===== src/rtl/vector_unit_pkg.sv =====
/* Shared widths, limits and types for the Q16.16 vector unit
   Values are signed two's complement with 16 fraction bits */

`default_nettype none

package vector_unit_pkg;

  //////////////////////////////////////////////////////////////////////
  // Widths and number format
  //////////////////////////////////////////////////////////////////////

  localparam int data_size    = 32;
  localparam int frac_bits    = 16;
  localparam int control_size = 16;

  // Signed Q16.16 value and vector length
  typedef logic signed [data_size-1:0] fixed_t;
  typedef logic [control_size-1:0]     length_t;

  // Saturation limits
  localparam fixed_t fixed_max = 32'sh7fff_ffff;
  localparam fixed_t fixed_min = 32'sh8000_0000;

  // Step counter of the shift-add multiplier, one step per operand bit
  typedef logic [$clog2(data_size)-1:0] mult_count_t;
  localparam mult_count_t mult_last = mult_count_t'(data_size - 1);

  //////////////////////////////////////////////////////////////////////
  // Opcodes and FSM states
  //////////////////////////////////////////////////////////////////////

  typedef enum logic [1:0] {op_mul, op_add, op_sub} vector_op_e;

  typedef enum logic [1:0] {state_idle, state_input, state_wait} vector_state_e;

  typedef enum logic [1:0] {mult_idle, mult_busy, mult_done} mult_state_e;

  //////////////////////////////////////////////////////////////////////
  // Bundles
  //////////////////////////////////////////////////////////////////////

  // Each side strobed on its own
  typedef struct packed {
    logic   a_enable;
    fixed_t a;
    logic   b_enable;
    fixed_t b;
  } operand_t;

  typedef struct packed {
    logic   enable;
    fixed_t data;
  } result_t;

endpackage

`default_nettype wire


===== src/rtl/scalar_fixed_multiplier.sv =====
/* Sequential signed Q16.16 multiplier, one product in flight
   ready pulses exactly data_size + 2 cycles after start; start while busy is ignored
   Result is truncated toward zero and saturated */

`default_nettype none

module scalar_fixed_multiplier (
  input  logic                    CLK,
  input  logic                    RST,
  input  logic                    start,
  input  vector_unit_pkg::fixed_t a,
  input  vector_unit_pkg::fixed_t b,
  output logic                    ready,
  output vector_unit_pkg::fixed_t product
);

  //////////////////////////////////////////////////////////////////////
  // Signals
  //////////////////////////////////////////////////////////////////////

  vector_unit_pkg::mult_state_e state;
  vector_unit_pkg::mult_count_t count;

  // Shift-add datapath works on magnitudes
  logic [2*vector_unit_pkg::data_size-1:0] multiplicand;
  logic [vector_unit_pkg::data_size-1:0]   multiplier;
  logic [2*vector_unit_pkg::data_size-1:0] accumulator;
  logic                                    negative;

  logic [vector_unit_pkg::data_size-1:0]   mag_a;
  logic [vector_unit_pkg::data_size-1:0]   mag_b;
  logic [2*vector_unit_pkg::data_size-1:0] shifted;
  logic                                    over_pos;
  logic                                    over_neg;
  vector_unit_pkg::fixed_t                 product_next;

  //////////////////////////////////////////////////////////////////////
  // Magnitudes and final scaling
  //////////////////////////////////////////////////////////////////////

  // Most negative input gives 2^31, still fits unsigned
  assign mag_a = a[vector_unit_pkg::data_size-1] ? (~a + 1'b1) : a;
  assign mag_b = b[vector_unit_pkg::data_size-1] ? (~b + 1'b1) : b;

  // Dropping fraction bits of the magnitude truncates toward zero
  assign shifted = accumulator >> vector_unit_pkg::frac_bits;

  // Positive side tops out at 2^31 - 1
  assign over_pos = |shifted[2*vector_unit_pkg::data_size-1:vector_unit_pkg::data_size-1];
  // Negative side may reach 2^31 exactly
  assign over_neg = (|shifted[2*vector_unit_pkg::data_size-1:vector_unit_pkg::data_size])
                  || (shifted[vector_unit_pkg::data_size-1]
                      && |shifted[vector_unit_pkg::data_size-2:0]);

  always_comb begin
    if (negative) begin
      if (over_neg) begin
        product_next = vector_unit_pkg::fixed_min;
      end else begin
        product_next = ~shifted[vector_unit_pkg::data_size-1:0] + 1'b1;
      end
    end else if (over_pos) begin
      product_next = vector_unit_pkg::fixed_max;
    end else begin
      product_next = shifted[vector_unit_pkg::data_size-1:0];
    end
  end

  //////////////////////////////////////////////////////////////////////
  // Control
  //////////////////////////////////////////////////////////////////////

  always_ff @(posedge CLK or posedge RST) begin
    if (RST) begin
      state        <= vector_unit_pkg::mult_idle;
      count        <= '0;
      multiplicand <= '0;
      multiplier   <= '0;
      accumulator  <= '0;
      negative     <= 1'b0;
      ready        <= 1'b0;
      product      <= '0;
    end else begin
      ready <= 1'b0;
      case (state)
        vector_unit_pkg::mult_idle: begin
          if (start) begin
            multiplicand <= {{vector_unit_pkg::data_size{1'b0}}, mag_a};
            multiplier   <= mag_b;
            accumulator  <= '0;
            negative     <= a[vector_unit_pkg::data_size-1] ^ b[vector_unit_pkg::data_size-1];
            count        <= '0;
            state        <= vector_unit_pkg::mult_busy;
          end
        end
        vector_unit_pkg::mult_busy: begin
          // One multiplier bit per cycle, LSB first
          if (multiplier[0]) begin
            accumulator <= accumulator + multiplicand;
          end
          multiplicand <= multiplicand << 1;
          multiplier   <= multiplier >> 1;
          count        <= count + 1'b1;
          if (count == vector_unit_pkg::mult_last) begin
            state <= vector_unit_pkg::mult_done;
          end
        end
        vector_unit_pkg::mult_done: begin
          // Sign and saturation applied here
          product <= product_next;
          ready   <= 1'b1;
          state   <= vector_unit_pkg::mult_idle;
        end
        default: begin
          state <= vector_unit_pkg::mult_idle;
        end
      endcase
    end
  end

endmodule

`default_nettype wire


===== src/rtl/vector_fixed_adder.sv =====
/* Element-wise saturated Q16.16 add or subtract, size 0 runs one element
   subtract is taken with start and holds for the whole vector */

`default_nettype none

module vector_fixed_adder (
  input  logic                      CLK,
  input  logic                      RST,
  input  logic                      start,
  input  logic                      subtract,
  input  vector_unit_pkg::length_t  size,
  input  vector_unit_pkg::operand_t operand,
  output logic                      ready,
  output vector_unit_pkg::result_t  result
);

  vector_unit_pkg::vector_state_e         state;
  vector_unit_pkg::length_t               index;
  vector_unit_pkg::length_t               last_index;
  logic                                   subtract_q;

  vector_unit_pkg::fixed_t                a_value;
  vector_unit_pkg::fixed_t                b_value;
  logic                                   a_held;
  logic                                   b_held;

  // One guard bit catches overflow
  logic [vector_unit_pkg::data_size:0]    wide;
  vector_unit_pkg::fixed_t                sum_sat;

  //////////////////////////////////////////////////////////////////////
  // Saturated sum or difference
  //////////////////////////////////////////////////////////////////////

  assign wide = subtract_q
              ? ({a_value[vector_unit_pkg::data_size-1], a_value}
                 - {b_value[vector_unit_pkg::data_size-1], b_value})
              : ({a_value[vector_unit_pkg::data_size-1], a_value}
                 + {b_value[vector_unit_pkg::data_size-1], b_value});

  always_comb begin
    // Top two bits differ on overflow, guard bit gives the direction
    if (wide[vector_unit_pkg::data_size] != wide[vector_unit_pkg::data_size-1]) begin
      sum_sat = wide[vector_unit_pkg::data_size] ? vector_unit_pkg::fixed_min
                                                 : vector_unit_pkg::fixed_max;
    end else begin
      sum_sat = wide[vector_unit_pkg::data_size-1:0];
    end
  end

  //////////////////////////////////////////////////////////////////////
  // Capture and element loop
  //////////////////////////////////////////////////////////////////////

  always_ff @(posedge CLK or posedge RST) begin
    if (RST) begin
      state      <= vector_unit_pkg::state_idle;
      index      <= '0;
      last_index <= '0;
      subtract_q <= 1'b0;
      a_value    <= '0;
      b_value    <= '0;
      a_held     <= 1'b0;
      b_held     <= 1'b0;
      ready      <= 1'b0;
      result     <= '0;
    end else begin
      ready         <= 1'b0;
      result.enable <= 1'b0;
      case (state)
        vector_unit_pkg::state_idle: begin
          index  <= '0;
          a_held <= 1'b0;
          b_held <= 1'b0;
          if (start) begin
            last_index <= (size == '0) ? '0 : size - 1'b1;
            subtract_q <= subtract;
            state      <= vector_unit_pkg::state_input;
          end
        end
        vector_unit_pkg::state_input: begin
          if (operand.a_enable) begin
            a_value <= operand.a;
          end
          if (operand.b_enable) begin
            b_value <= operand.b;
          end
          if (a_held && b_held) begin
            result.data   <= sum_sat;
            result.enable <= 1'b1;
            // Strobes in this cycle belong to the next element
            a_held        <= operand.a_enable;
            b_held        <= operand.b_enable;
            if (index == last_index) begin
              ready <= 1'b1;
              state <= vector_unit_pkg::state_idle;
            end else begin
              index <= index + 1'b1;
            end
          end else begin
            a_held <= a_held | operand.a_enable;
            b_held <= b_held | operand.b_enable;
          end
        end
        // No wait phase, result is one cycle behind the pair
        default: begin
          state <= vector_unit_pkg::state_idle;
        end
      endcase
    end
  end

endmodule

`default_nettype wire


===== src/rtl/vector_fixed_multiplier.sv =====
/* Element-wise Q16.16 multiply over a vector of size elements, size 0 runs one
   Operands for the next element may arrive while the current product is in flight
   No back-pressure; strobes in idle are dropped */

`default_nettype none

module vector_fixed_multiplier (
  input  logic                      CLK,
  input  logic                      RST,
  input  logic                      start,
  input  vector_unit_pkg::length_t  size,
  input  vector_unit_pkg::operand_t operand,
  output logic                      ready,
  output vector_unit_pkg::result_t  result
);

  //////////////////////////////////////////////////////////////////////
  // Signals
  //////////////////////////////////////////////////////////////////////

  vector_unit_pkg::vector_state_e state;
  vector_unit_pkg::length_t       index;
  vector_unit_pkg::length_t       last_index;

  // Captured operands and their presence flags
  vector_unit_pkg::fixed_t        a_value;
  vector_unit_pkg::fixed_t        b_value;
  logic                           a_held;
  logic                           b_held;
  logic                           launch;

  // Scalar multiplier side
  logic                           mult_start;
  logic                           mult_ready;
  vector_unit_pkg::fixed_t        mult_a;
  vector_unit_pkg::fixed_t        mult_b;
  vector_unit_pkg::fixed_t        mult_product;

  // Pair complete, hand it to the scalar unit
  assign launch = (state == vector_unit_pkg::state_input) && a_held && b_held;

  //////////////////////////////////////////////////////////////////////
  // Operand capture
  //////////////////////////////////////////////////////////////////////

  always_ff @(posedge CLK or posedge RST) begin
    if (RST) begin
      a_value <= '0;
      b_value <= '0;
      a_held  <= 1'b0;
      b_held  <= 1'b0;
    end else if (state == vector_unit_pkg::state_idle) begin
      a_held <= 1'b0;
      b_held <= 1'b0;
    end else begin
      // Later strobe overwrites the value
      if (operand.a_enable) begin
        a_value <= operand.a;
      end
      if (operand.b_enable) begin
        b_value <= operand.b;
      end
      // On launch the flags restart for the next element
      if (launch) begin
        a_held <= operand.a_enable;
        b_held <= operand.b_enable;
      end else begin
        a_held <= a_held | operand.a_enable;
        b_held <= b_held | operand.b_enable;
      end
    end
  end

  //////////////////////////////////////////////////////////////////////
  // Element loop
  //////////////////////////////////////////////////////////////////////

  always_ff @(posedge CLK or posedge RST) begin
    if (RST) begin
      state      <= vector_unit_pkg::state_idle;
      index      <= '0;
      last_index <= '0;
      mult_start <= 1'b0;
      mult_a     <= '0;
      mult_b     <= '0;
      ready      <= 1'b0;
      result     <= '0;
    end else begin
      // Strobes are single-cycle
      mult_start    <= 1'b0;
      ready         <= 1'b0;
      result.enable <= 1'b0;
      case (state)
        vector_unit_pkg::state_idle: begin
          index <= '0;
          if (start) begin
            last_index <= (size == '0) ? '0 : size - 1'b1;
            state      <= vector_unit_pkg::state_input;
          end
        end
        vector_unit_pkg::state_input: begin
          // Pair copied out so capture can keep running
          if (launch) begin
            mult_a     <= a_value;
            mult_b     <= b_value;
            mult_start <= 1'b1;
            state      <= vector_unit_pkg::state_wait;
          end
        end
        vector_unit_pkg::state_wait: begin
          if (mult_ready) begin
            result.data   <= mult_product;
            result.enable <= 1'b1;
            if (index == last_index) begin
              ready <= 1'b1;
              state <= vector_unit_pkg::state_idle;
            end else begin
              index <= index + 1'b1;
              state <= vector_unit_pkg::state_input;
            end
          end
        end
        default: begin
          state <= vector_unit_pkg::state_idle;
        end
      endcase
    end
  end

  // Fixed latency scalar core
  scalar_fixed_multiplier u_scalar (
    .CLK    (CLK),
    .RST    (RST),
    .start  (mult_start),
    .a      (mult_a),
    .b      (mult_b),
    .ready  (mult_ready),
    .product(mult_product)
  );

endmodule

`default_nettype wire


===== src/rtl/vector_fixed_unit.sv =====
/* Top of the vector unit: multiply, add or subtract, one operation at a time
   start is honoured only while no operation runs, or in the cycle of ready */

`default_nettype none

module vector_fixed_unit (
  input  logic                        CLK,
  input  logic                        RST,
  input  logic                        start,
  input  vector_unit_pkg::vector_op_e op,
  input  vector_unit_pkg::length_t    size,
  input  vector_unit_pkg::operand_t   operand,
  output logic                        ready,
  output vector_unit_pkg::result_t    result
);

  vector_unit_pkg::vector_op_e op_q;
  logic                        busy;
  logic                        accept;

  logic                        mul_start;
  logic                        mul_ready;
  vector_unit_pkg::result_t    mul_result;
  logic                        add_start;
  logic                        add_subtract;
  logic                        add_ready;
  vector_unit_pkg::result_t    add_result;

  //////////////////////////////////////////////////////////////////////
  // Opcode decode
  //////////////////////////////////////////////////////////////////////

  // Running operation ends with its ready
  assign accept       = start && (!busy || ready);
  assign mul_start    = accept && (op == vector_unit_pkg::op_mul);
  assign add_start    = accept && (op != vector_unit_pkg::op_mul);
  assign add_subtract = (op == vector_unit_pkg::op_sub);

  always_ff @(posedge CLK or posedge RST) begin
    if (RST) begin
      op_q <= vector_unit_pkg::op_mul;
      busy <= 1'b0;
    end else if (accept) begin
      op_q <= op;
      busy <= 1'b1;
    end else if (ready) begin
      busy <= 1'b0;
    end
  end

  // Output from the module that owns the running opcode
  always_comb begin
    if (op_q == vector_unit_pkg::op_mul) begin
      ready  = mul_ready;
      result = mul_result;
    end else begin
      ready  = add_ready;
      result = add_result;
    end
  end

  vector_fixed_multiplier u_mul (
    .CLK    (CLK),
    .RST    (RST),
    .start  (mul_start),
    .size   (size),
    .operand(operand),
    .ready  (mul_ready),
    .result (mul_result)
  );

  vector_fixed_adder u_add (
    .CLK     (CLK),
    .RST     (RST),
    .start   (add_start),
    .subtract(add_subtract),
    .size    (size),
    .operand (operand),
    .ready   (add_ready),
    .result  (add_result)
  );

endmodule

`default_nettype wire


===== config.mk =====
export PLATFORM = sky130hd
export DESIGN_NAME = vector_fixed_unit
export DESIGN_NICKNAME = d
export VERILOG_FILES = /design/src/rtl/vector_unit_pkg.sv /design/src/rtl/scalar_fixed_multiplier.sv /design/src/rtl/vector_fixed_adder.sv /design/src/rtl/vector_fixed_multiplier.sv /design/src/rtl/vector_fixed_unit.sv
export SDC_FILE = /design/constraint.sdc
export NUM_CORES = 2
export LEC_CHECK = 0
export BUFFER_PORTS_ARGS = -buffer_cell sky130_fd_sc_hd__buf_2
export CAP_MARGIN = 20
export CORE_MARGIN = 2
export CORE_UTILIZATION = 60
export CTS_CLUSTER_SIZE = 28
export DETAILED_ROUTE_END_ITERATION = 16
export GPL_TIMING_DRIVEN = 0
export PLACE_DENSITY = 0.78
export SLEW_MARGIN = 20
export SYNTH_ARGS = -nofsm -noshare
export SYNTH_HDL_FRONTEND = slang
export SYNTH_HIERARCHICAL = 1
export SYNTH_SLANG_ARGS = --single-unit

===== constraint.sdc =====
create_clock -name CLK -period 8.3 [get_ports CLK]
set_input_delay 0.83 -clock CLK [delete_from_list [all_inputs] [get_ports CLK]]
set_output_delay 0.83 -clock CLK [all_outputs]
set_load 0.01 [all_outputs]

Yosys cells after proc, flatten, opt, wreduce, memory -nomap -nowiden:

Index checks and enable logic that the tools add are counted.

* $add $sub $neg: 10
* equality and inequality tests: 21
* multiplexer cells: 61
* bitwise logic cells: 9
* reductions and logical operators: 41

Operators by type and width (number)
* 2-to-1 mux 32 bit: 8
* case mux 64 bit (2 select lines): 2
* 2-to-1 mux 33 bit: 6
* 2-to-1 mux 64 bit: 3
* adder 32 x 1 -> 32 bit (second input constant): 3
* inverter 32 bit: 3
* 2-to-1 mux 16 bit: 5
* adder 64 bit: 1
* case mux 16 bit (2 select lines): 2
* case mux 32 bit (2 select lines): 1
* adder 32 x 32 -> 33 bit: 1
* subtractor 32 x 32 -> 33 bit: 1
* adder 16 x 1 -> 16 bit (second input constant): 2
* equality test 16 bit: 2
* OR reduction 31 bit: 1
* AND reduction 2 bit: 12
* 2-to-1 mux 1 bit: 19
* OR reduction 17 bit: 1
* zero test 16 bit: 1
* 2-to-1 mux 2 bit: 8
* OR reduction 16 bit: 1
* subtractor 16 x 1 -> 16 bit (second input constant): 1
* AND reduction 3 bit: 5
* != test 2 bit (second input constant): 7
* 19 further kinds: 46

* register bits after elaboration: 538
* input bits: 87
* output and inout port bits: 34
* word-level logic and storage cells: 176

Depth between registers and ports, before layout:

* depth in word-level cells: 7
* depth in mapped cells: 21
* depth with buffers taken out: 19

Modules after synthesis:

Netlist, hierarchy kept.

Modules (own cells, without submodules)
* scalar_fixed_multiplier: instances 1, cells each 1597, area an instance 13401.6 um^2, sequential area each 5029.8 um^2
* vector_fixed_multiplier: instances 1, cells each 722, area an instance 8241.7 um^2, sequential area each 4979.8 um^2
* vector_fixed_adder: instances 1, cells each 821, area an instance 8215.4 um^2, sequential area each 3353.2 um^2
* vector_fixed_unit: instances 1, cells each 54, area an instance 568.0 um^2, sequential area each 75.1 um^2

Worst setup path before layout:

Ideal clock, no wire load.

* path type: register to register
* start point: register u_add.b_value[2]
* end point: register u_add/result[16] in the netlist's numbering
* arrival: 4.379 ns
* required time: 8.224 ns
* path slack: 3.845 ns
* stages on the path, launching flop included: 21
* buffers on the path: 1
* clock period less this slack: 4.455 ns
* path through: dfrtp_1 nor4_2 or2b_1 nor4_1 nand2_1 nor2_1 and2_1 a21oi_1 xnor2_1 ha_1 a21o_1 a21o_1 a21oi_1 nor2b_1 or4_1 a32o_1 a21oi_2 xnor2_2 buf_6 maj3_2 o21ai_2

* longest elaborated chain between the ends: 4

RTL lines
* start, declared: line vector_fixed_adder.sv:23 `vector_unit_pkg::fixed_t b_value;`
* start signal, assigned: line vector_fixed_adder.sv:86 `b_value <= operand.b;`
* adder 32 x 32 -> 33 bit / subtractor 32 x 32 -> 33 bit (equally long branches): line vector_fixed_adder.sv:39, vector_fixed_adder.sv:37
* 2-to-1 mux 33 bit *: line vector_fixed_adder.sv:36 `? ({a_value[vector_unit_pkg::data_size-1], a_value}`
* 2-to-1 mux 32 bit / != test 1 bit (equally long branches): line vector_fixed_adder.sv:44, vector_fixed_adder.sv:43
* 2-to-1 mux 32 bit *: line vector_fixed_adder.sv:43 `if (wide[vector_unit_pkg::data_size] != wide[vector_unit_pkg::data_size-1]) begin`
* end, declared: line vector_fixed_adder.sv:14 `output vector_unit_pkg::result_t result`

Mark *: on every way between the ends. The rest lies on a longest branch, timed or not.
A chain may end at the register's enable or synchronous reset.

Worst setup path after layout:

* start point: register u_add.b_value[2]
* end point: register u_add/result[8] in the netlist's numbering

Same word-level chain as after synthesis.

==> flow_summary.json <==
{
  "numCtsBuffers": 56,
  "drt_first_pass_iters": 6,
  "ant_nets": 0,
  "grtUsageTotal_pct": 32.5,
  "drt_first_iter_violations": 2061,
  "synth-edff-count": 0,
  "status": "complete, no violations",
  "wirelength_um": 85300,
  "worst_pin_slew_ns": 1.02,
  "synth_area_um2": 30400,
  "seq_power_share_pct": 31.1,
  "ys_seq_area_share_pct": 44.2,
  "cts_resized": 0,
  "netSwitchingFraction_pct": 43.6,
  "synth_warnings": 6,
  "synth_nets": 3388,
  "netSwitchingPower_mw": 5.81,
  "clock-sinks": 537,
  "hold_ws_ns": 0.225,
  "htree_num_levels": 2,
  "grt_max_degree": 99,
  "port_buffers": 120,
  "power.share.combinational_pct": 49.8,
  "clock_path_buffers": 3,
  "critPathLaunch": "u_add/b_value[2]$_DFFE_PP0P_",
  "die_width_um": 229,
  "powerDensity_nw_per_um2": 394,
  "drcViolationCount": 0,
  "p_leak_nw": 15.4,
  "rr_startpoint": "u_add/b_value[2]$_DFFE_PP0P_",
  "clk_pin_slew_ns": 0.06,
  "slowest_delay_ns": 0.49,
  "die_area_um2": 52500,
  "ys_async_sr_fraction_pct": 100,
  "place_hpwl_um": 64100,
  "drive_gt1_share_pct": 15.3,
  "slew_viol_final": 0,
  "synth_seq_cells": 537,
  "final_nets": 3571,
  "critPathSlowestCell": "nor4_1",
  "hold_buffers": 0,
  "cts_tree": "built",
  "grt_overflow": 0,
  "grt_antenna_before_repair": 2,
  "grt_pass1_wl_um": 136000,
  "fp.coreArea_um2": 50100,
  "crit_path_cell_trace": "nor4_2 -> or2b_1 -> nor4_1 -> nand2_1 -> nor2_1 -> and2_1 -> a21oi_1 -> xnor2_1 -> ha_1 -> a21o_1 -> a21o_1 -> a21oi_1 -> nor2b_1 -> or4_1 -> a32o_1 -> a21oi_2 -> xnor2_2 -> buf_6 -> maj3_2 -> o21ai_1",
  "synth_flop_cell": "dfrtp_1",
  "hold_violations": 0,
  "path_class": "reg2reg",
  "routed_via_density": 6.20,
  "worstPathArrival_ns": 6.01,
  "gp_congestion": 0.972,
  "cts_root_buf": "clkbuf_16",
  "min_period_over_period_pct": 66.1,
  "syn_inst": 3194,
  "die-height_um": 229,
  "vdd_drop_max_uv": 348,
  "avgSynthCellArea_um2": 9.53,
  "p_clk_share_pct": 19.1,
  "fmax_mhz": 182,
  "vias": 25400,
  "final.setup_skew_ns": 0.0253,
  "initial_utilization_pct": 60.8,
  "start_kind": "flop",
  "final-setup-viol-count": 0,
  "area_growth_pct": 11.4,
  "cp.required_ns": 8.83,
  "p_int_mw": 7.53,
  "rsz0062_at_grt": "false",
  "period_needed_ns": 5.48,
  "drv_cap": 0,
  "yosysUniqueCellTypes": 100,
  "io_pins": 121,
  "max_slew_margin_pct": 32.3,
  "insertion_delay_ns": 0.63,
  "cp_max_fo": 10,
  "wire_per_inst_um": 20.8,
  "fin_tns_setup_ns": 0,
  "grt_pass1_vias": 25300,
  "rows": 82,
  "endpoint_kind": "flop",
  "postCtsSetupBuffers": 0,
  "hp-class": "in2async"
}
routing by layer:
metal  global-route usage, %  vias to the layer above  part of all wire [%]
li1                        -                    11800                     -
met1                    41.4                    12400                    40
met2                    54.3                      972                    48
met3                    4.89                      251                   6.4
met4                    16.5                        0                   5.3
met5                       0                        -                     0
cell usage after synthesis, types with 22 or more instances:
master      n  area [um2]
o211ai_1   23         173
a21o_1     48         360
maj3_2     28         315
o21ai_1    40         200
nand2_1   543        2040
xnor2_1   124        1090
or3_1      29         181
ha_1      105        1310
a21oi_1   158         791
nand2b_1   23         144
nand3_1    49         245
mux2_2    196        2210
inv_1      68         255
nand4_1    29         181
buf_1      22        82.6
xor2_1    114         998
nor3_1     49         245
o21ai_0   253        1270
clkbuf_1  115         432
and2_1     26         163
o31ai_1    38         285
dfrtp_1   537       13400
nor2_1    150         563
a22oi_1    60         450
or4_1      23         173
a31oi_1    28         175
nor4_1     28         175
final timing paths:
path / end / slack, ns / cells after the start
setup reg to reg: u_add/result[8]$_DFFE_PP0P_ / 2.82 / 20
max in group asynchronous: u_mul/u_scalar/accumulator[7]$_DFFE_PP0P_ / 6.80 / 4
hold / removal: busy$_DFFE_PP0P_ / 0.23 / 2
setup / recovery: u_add/result[8]$_DFFE_PP0P_ / 2.82 / 20
hold reg to reg: u_mul/mult_a[31]$_DFFE_PP0P_ / 0.45 / 2
min in group CLK: u_add/a_value[9]$_DFFE_PP0P_ / 0.44 / 2
flip-flops by register name, summed over array words and instances, names as in the netlist, 32 cells and up:
signal and flops:
u_add/a_value 32, u_mul/u_scalar/accumulator 64, u_mul/mult_b 32, u_mul/u_scalar/product 32, u_add/b_value 32, u_mul/a_value 32
u_mul/u_scalar/multiplier 32, u_mul/result 33, u_mul/b_value 32, u_add/result 33, u_mul/u_scalar/multiplicand 64, u_mul/mult_a 32
power groups by stage:
stage          registers (mW)  clock network (mW)  logic, mW
3_5_place_dp             4.15                   0       6.50
6_report                 4.14                2.55       6.65
5_1_grt                  4.22                2.70       7.20
3_3_place_gp             4.12                   0       6.29
4_1_cts                  4.12                2.58       6.55
2_1_floorplan            3.86                   0       4.90
worst max-delay path, delay by kind of cell, from the launching register on:
kind / cells / cell delay, ns
compound gates: 7 / 1.29
xor+xnor: 2 / 0.42
fa+ha+maj: 2 / 0.68
buf+inv: 1 / 0.18
flops: 1 / 0.45
simple gates: 8 / 2.34
cell usage in the layout (no fill, tap or decap), types with 26 or more instances in the layout:
master	n
o21ai_0	253
o21ai_1	40
a21oi_1	158
xor2_1	114
a22oi_1	60
xnor2_1	124
a21o_1	48
nand2_1	543
clkbuf_1	126
nand3_1	49
nor2_1	149
clkbuf_16	58
buf_2	129
inv_1	65
nor4_1	27
a31oi_1	28
dfrtp_1	537
o31ai_1	38
and2_1	26
ha_1	105
or3_1	29
maj3_2	28
nor3_1	49
mux2_2	196
nand4_1	29
cells by family after synthesis:
| kind of cell | count (synthesis) | synth area share [%] |
|---|---|---|
| and+or+nand+nor | 1055 | 16.4 |
| AOI/OAI and AO/OA | 798 | 16.4 |
| DFF | 537 | 44.2 |
| xor gates and xnor gates | 240 | 6.96 |
| buffers and inverters | 224 | 2.99 |
| muxes | 204 | 7.52 |
| adders and majority gates | 136 | 5.52 |
per-stage QoR:
stage                     total power, mW  instance area, um2  utilization, %  worst slack, ns  std cells
after floorplan                      8.76               30400               -             1.99       3194
after global placement               10.4               31900            63.6           -0.709       3986
after detailed placement             10.6               32000            64.0             3.06       3991
after CTS                            13.2               33900            67.7             2.90       4092
after global routing                 14.1               33900            67.7             2.58       4094
final                                13.3               33900            67.7             2.82       4094
final cells by class:
type / instances / area (um2)
Antenna cell: 2 / 5.00
Buffer: 155 / 649
Clock buffer: 77 / 1600
Clock inverter: 24 / 248
Fill cell: 4008 / 16200
Inverter: 69 / 282
Multi-Input combinational cell: 2433 / 16100
Sequential cell: 537 / 13400
Tap cell: 672 / 841
Timing Repair Buffer: 125 / 738
(Power assumes the default switching activity.)
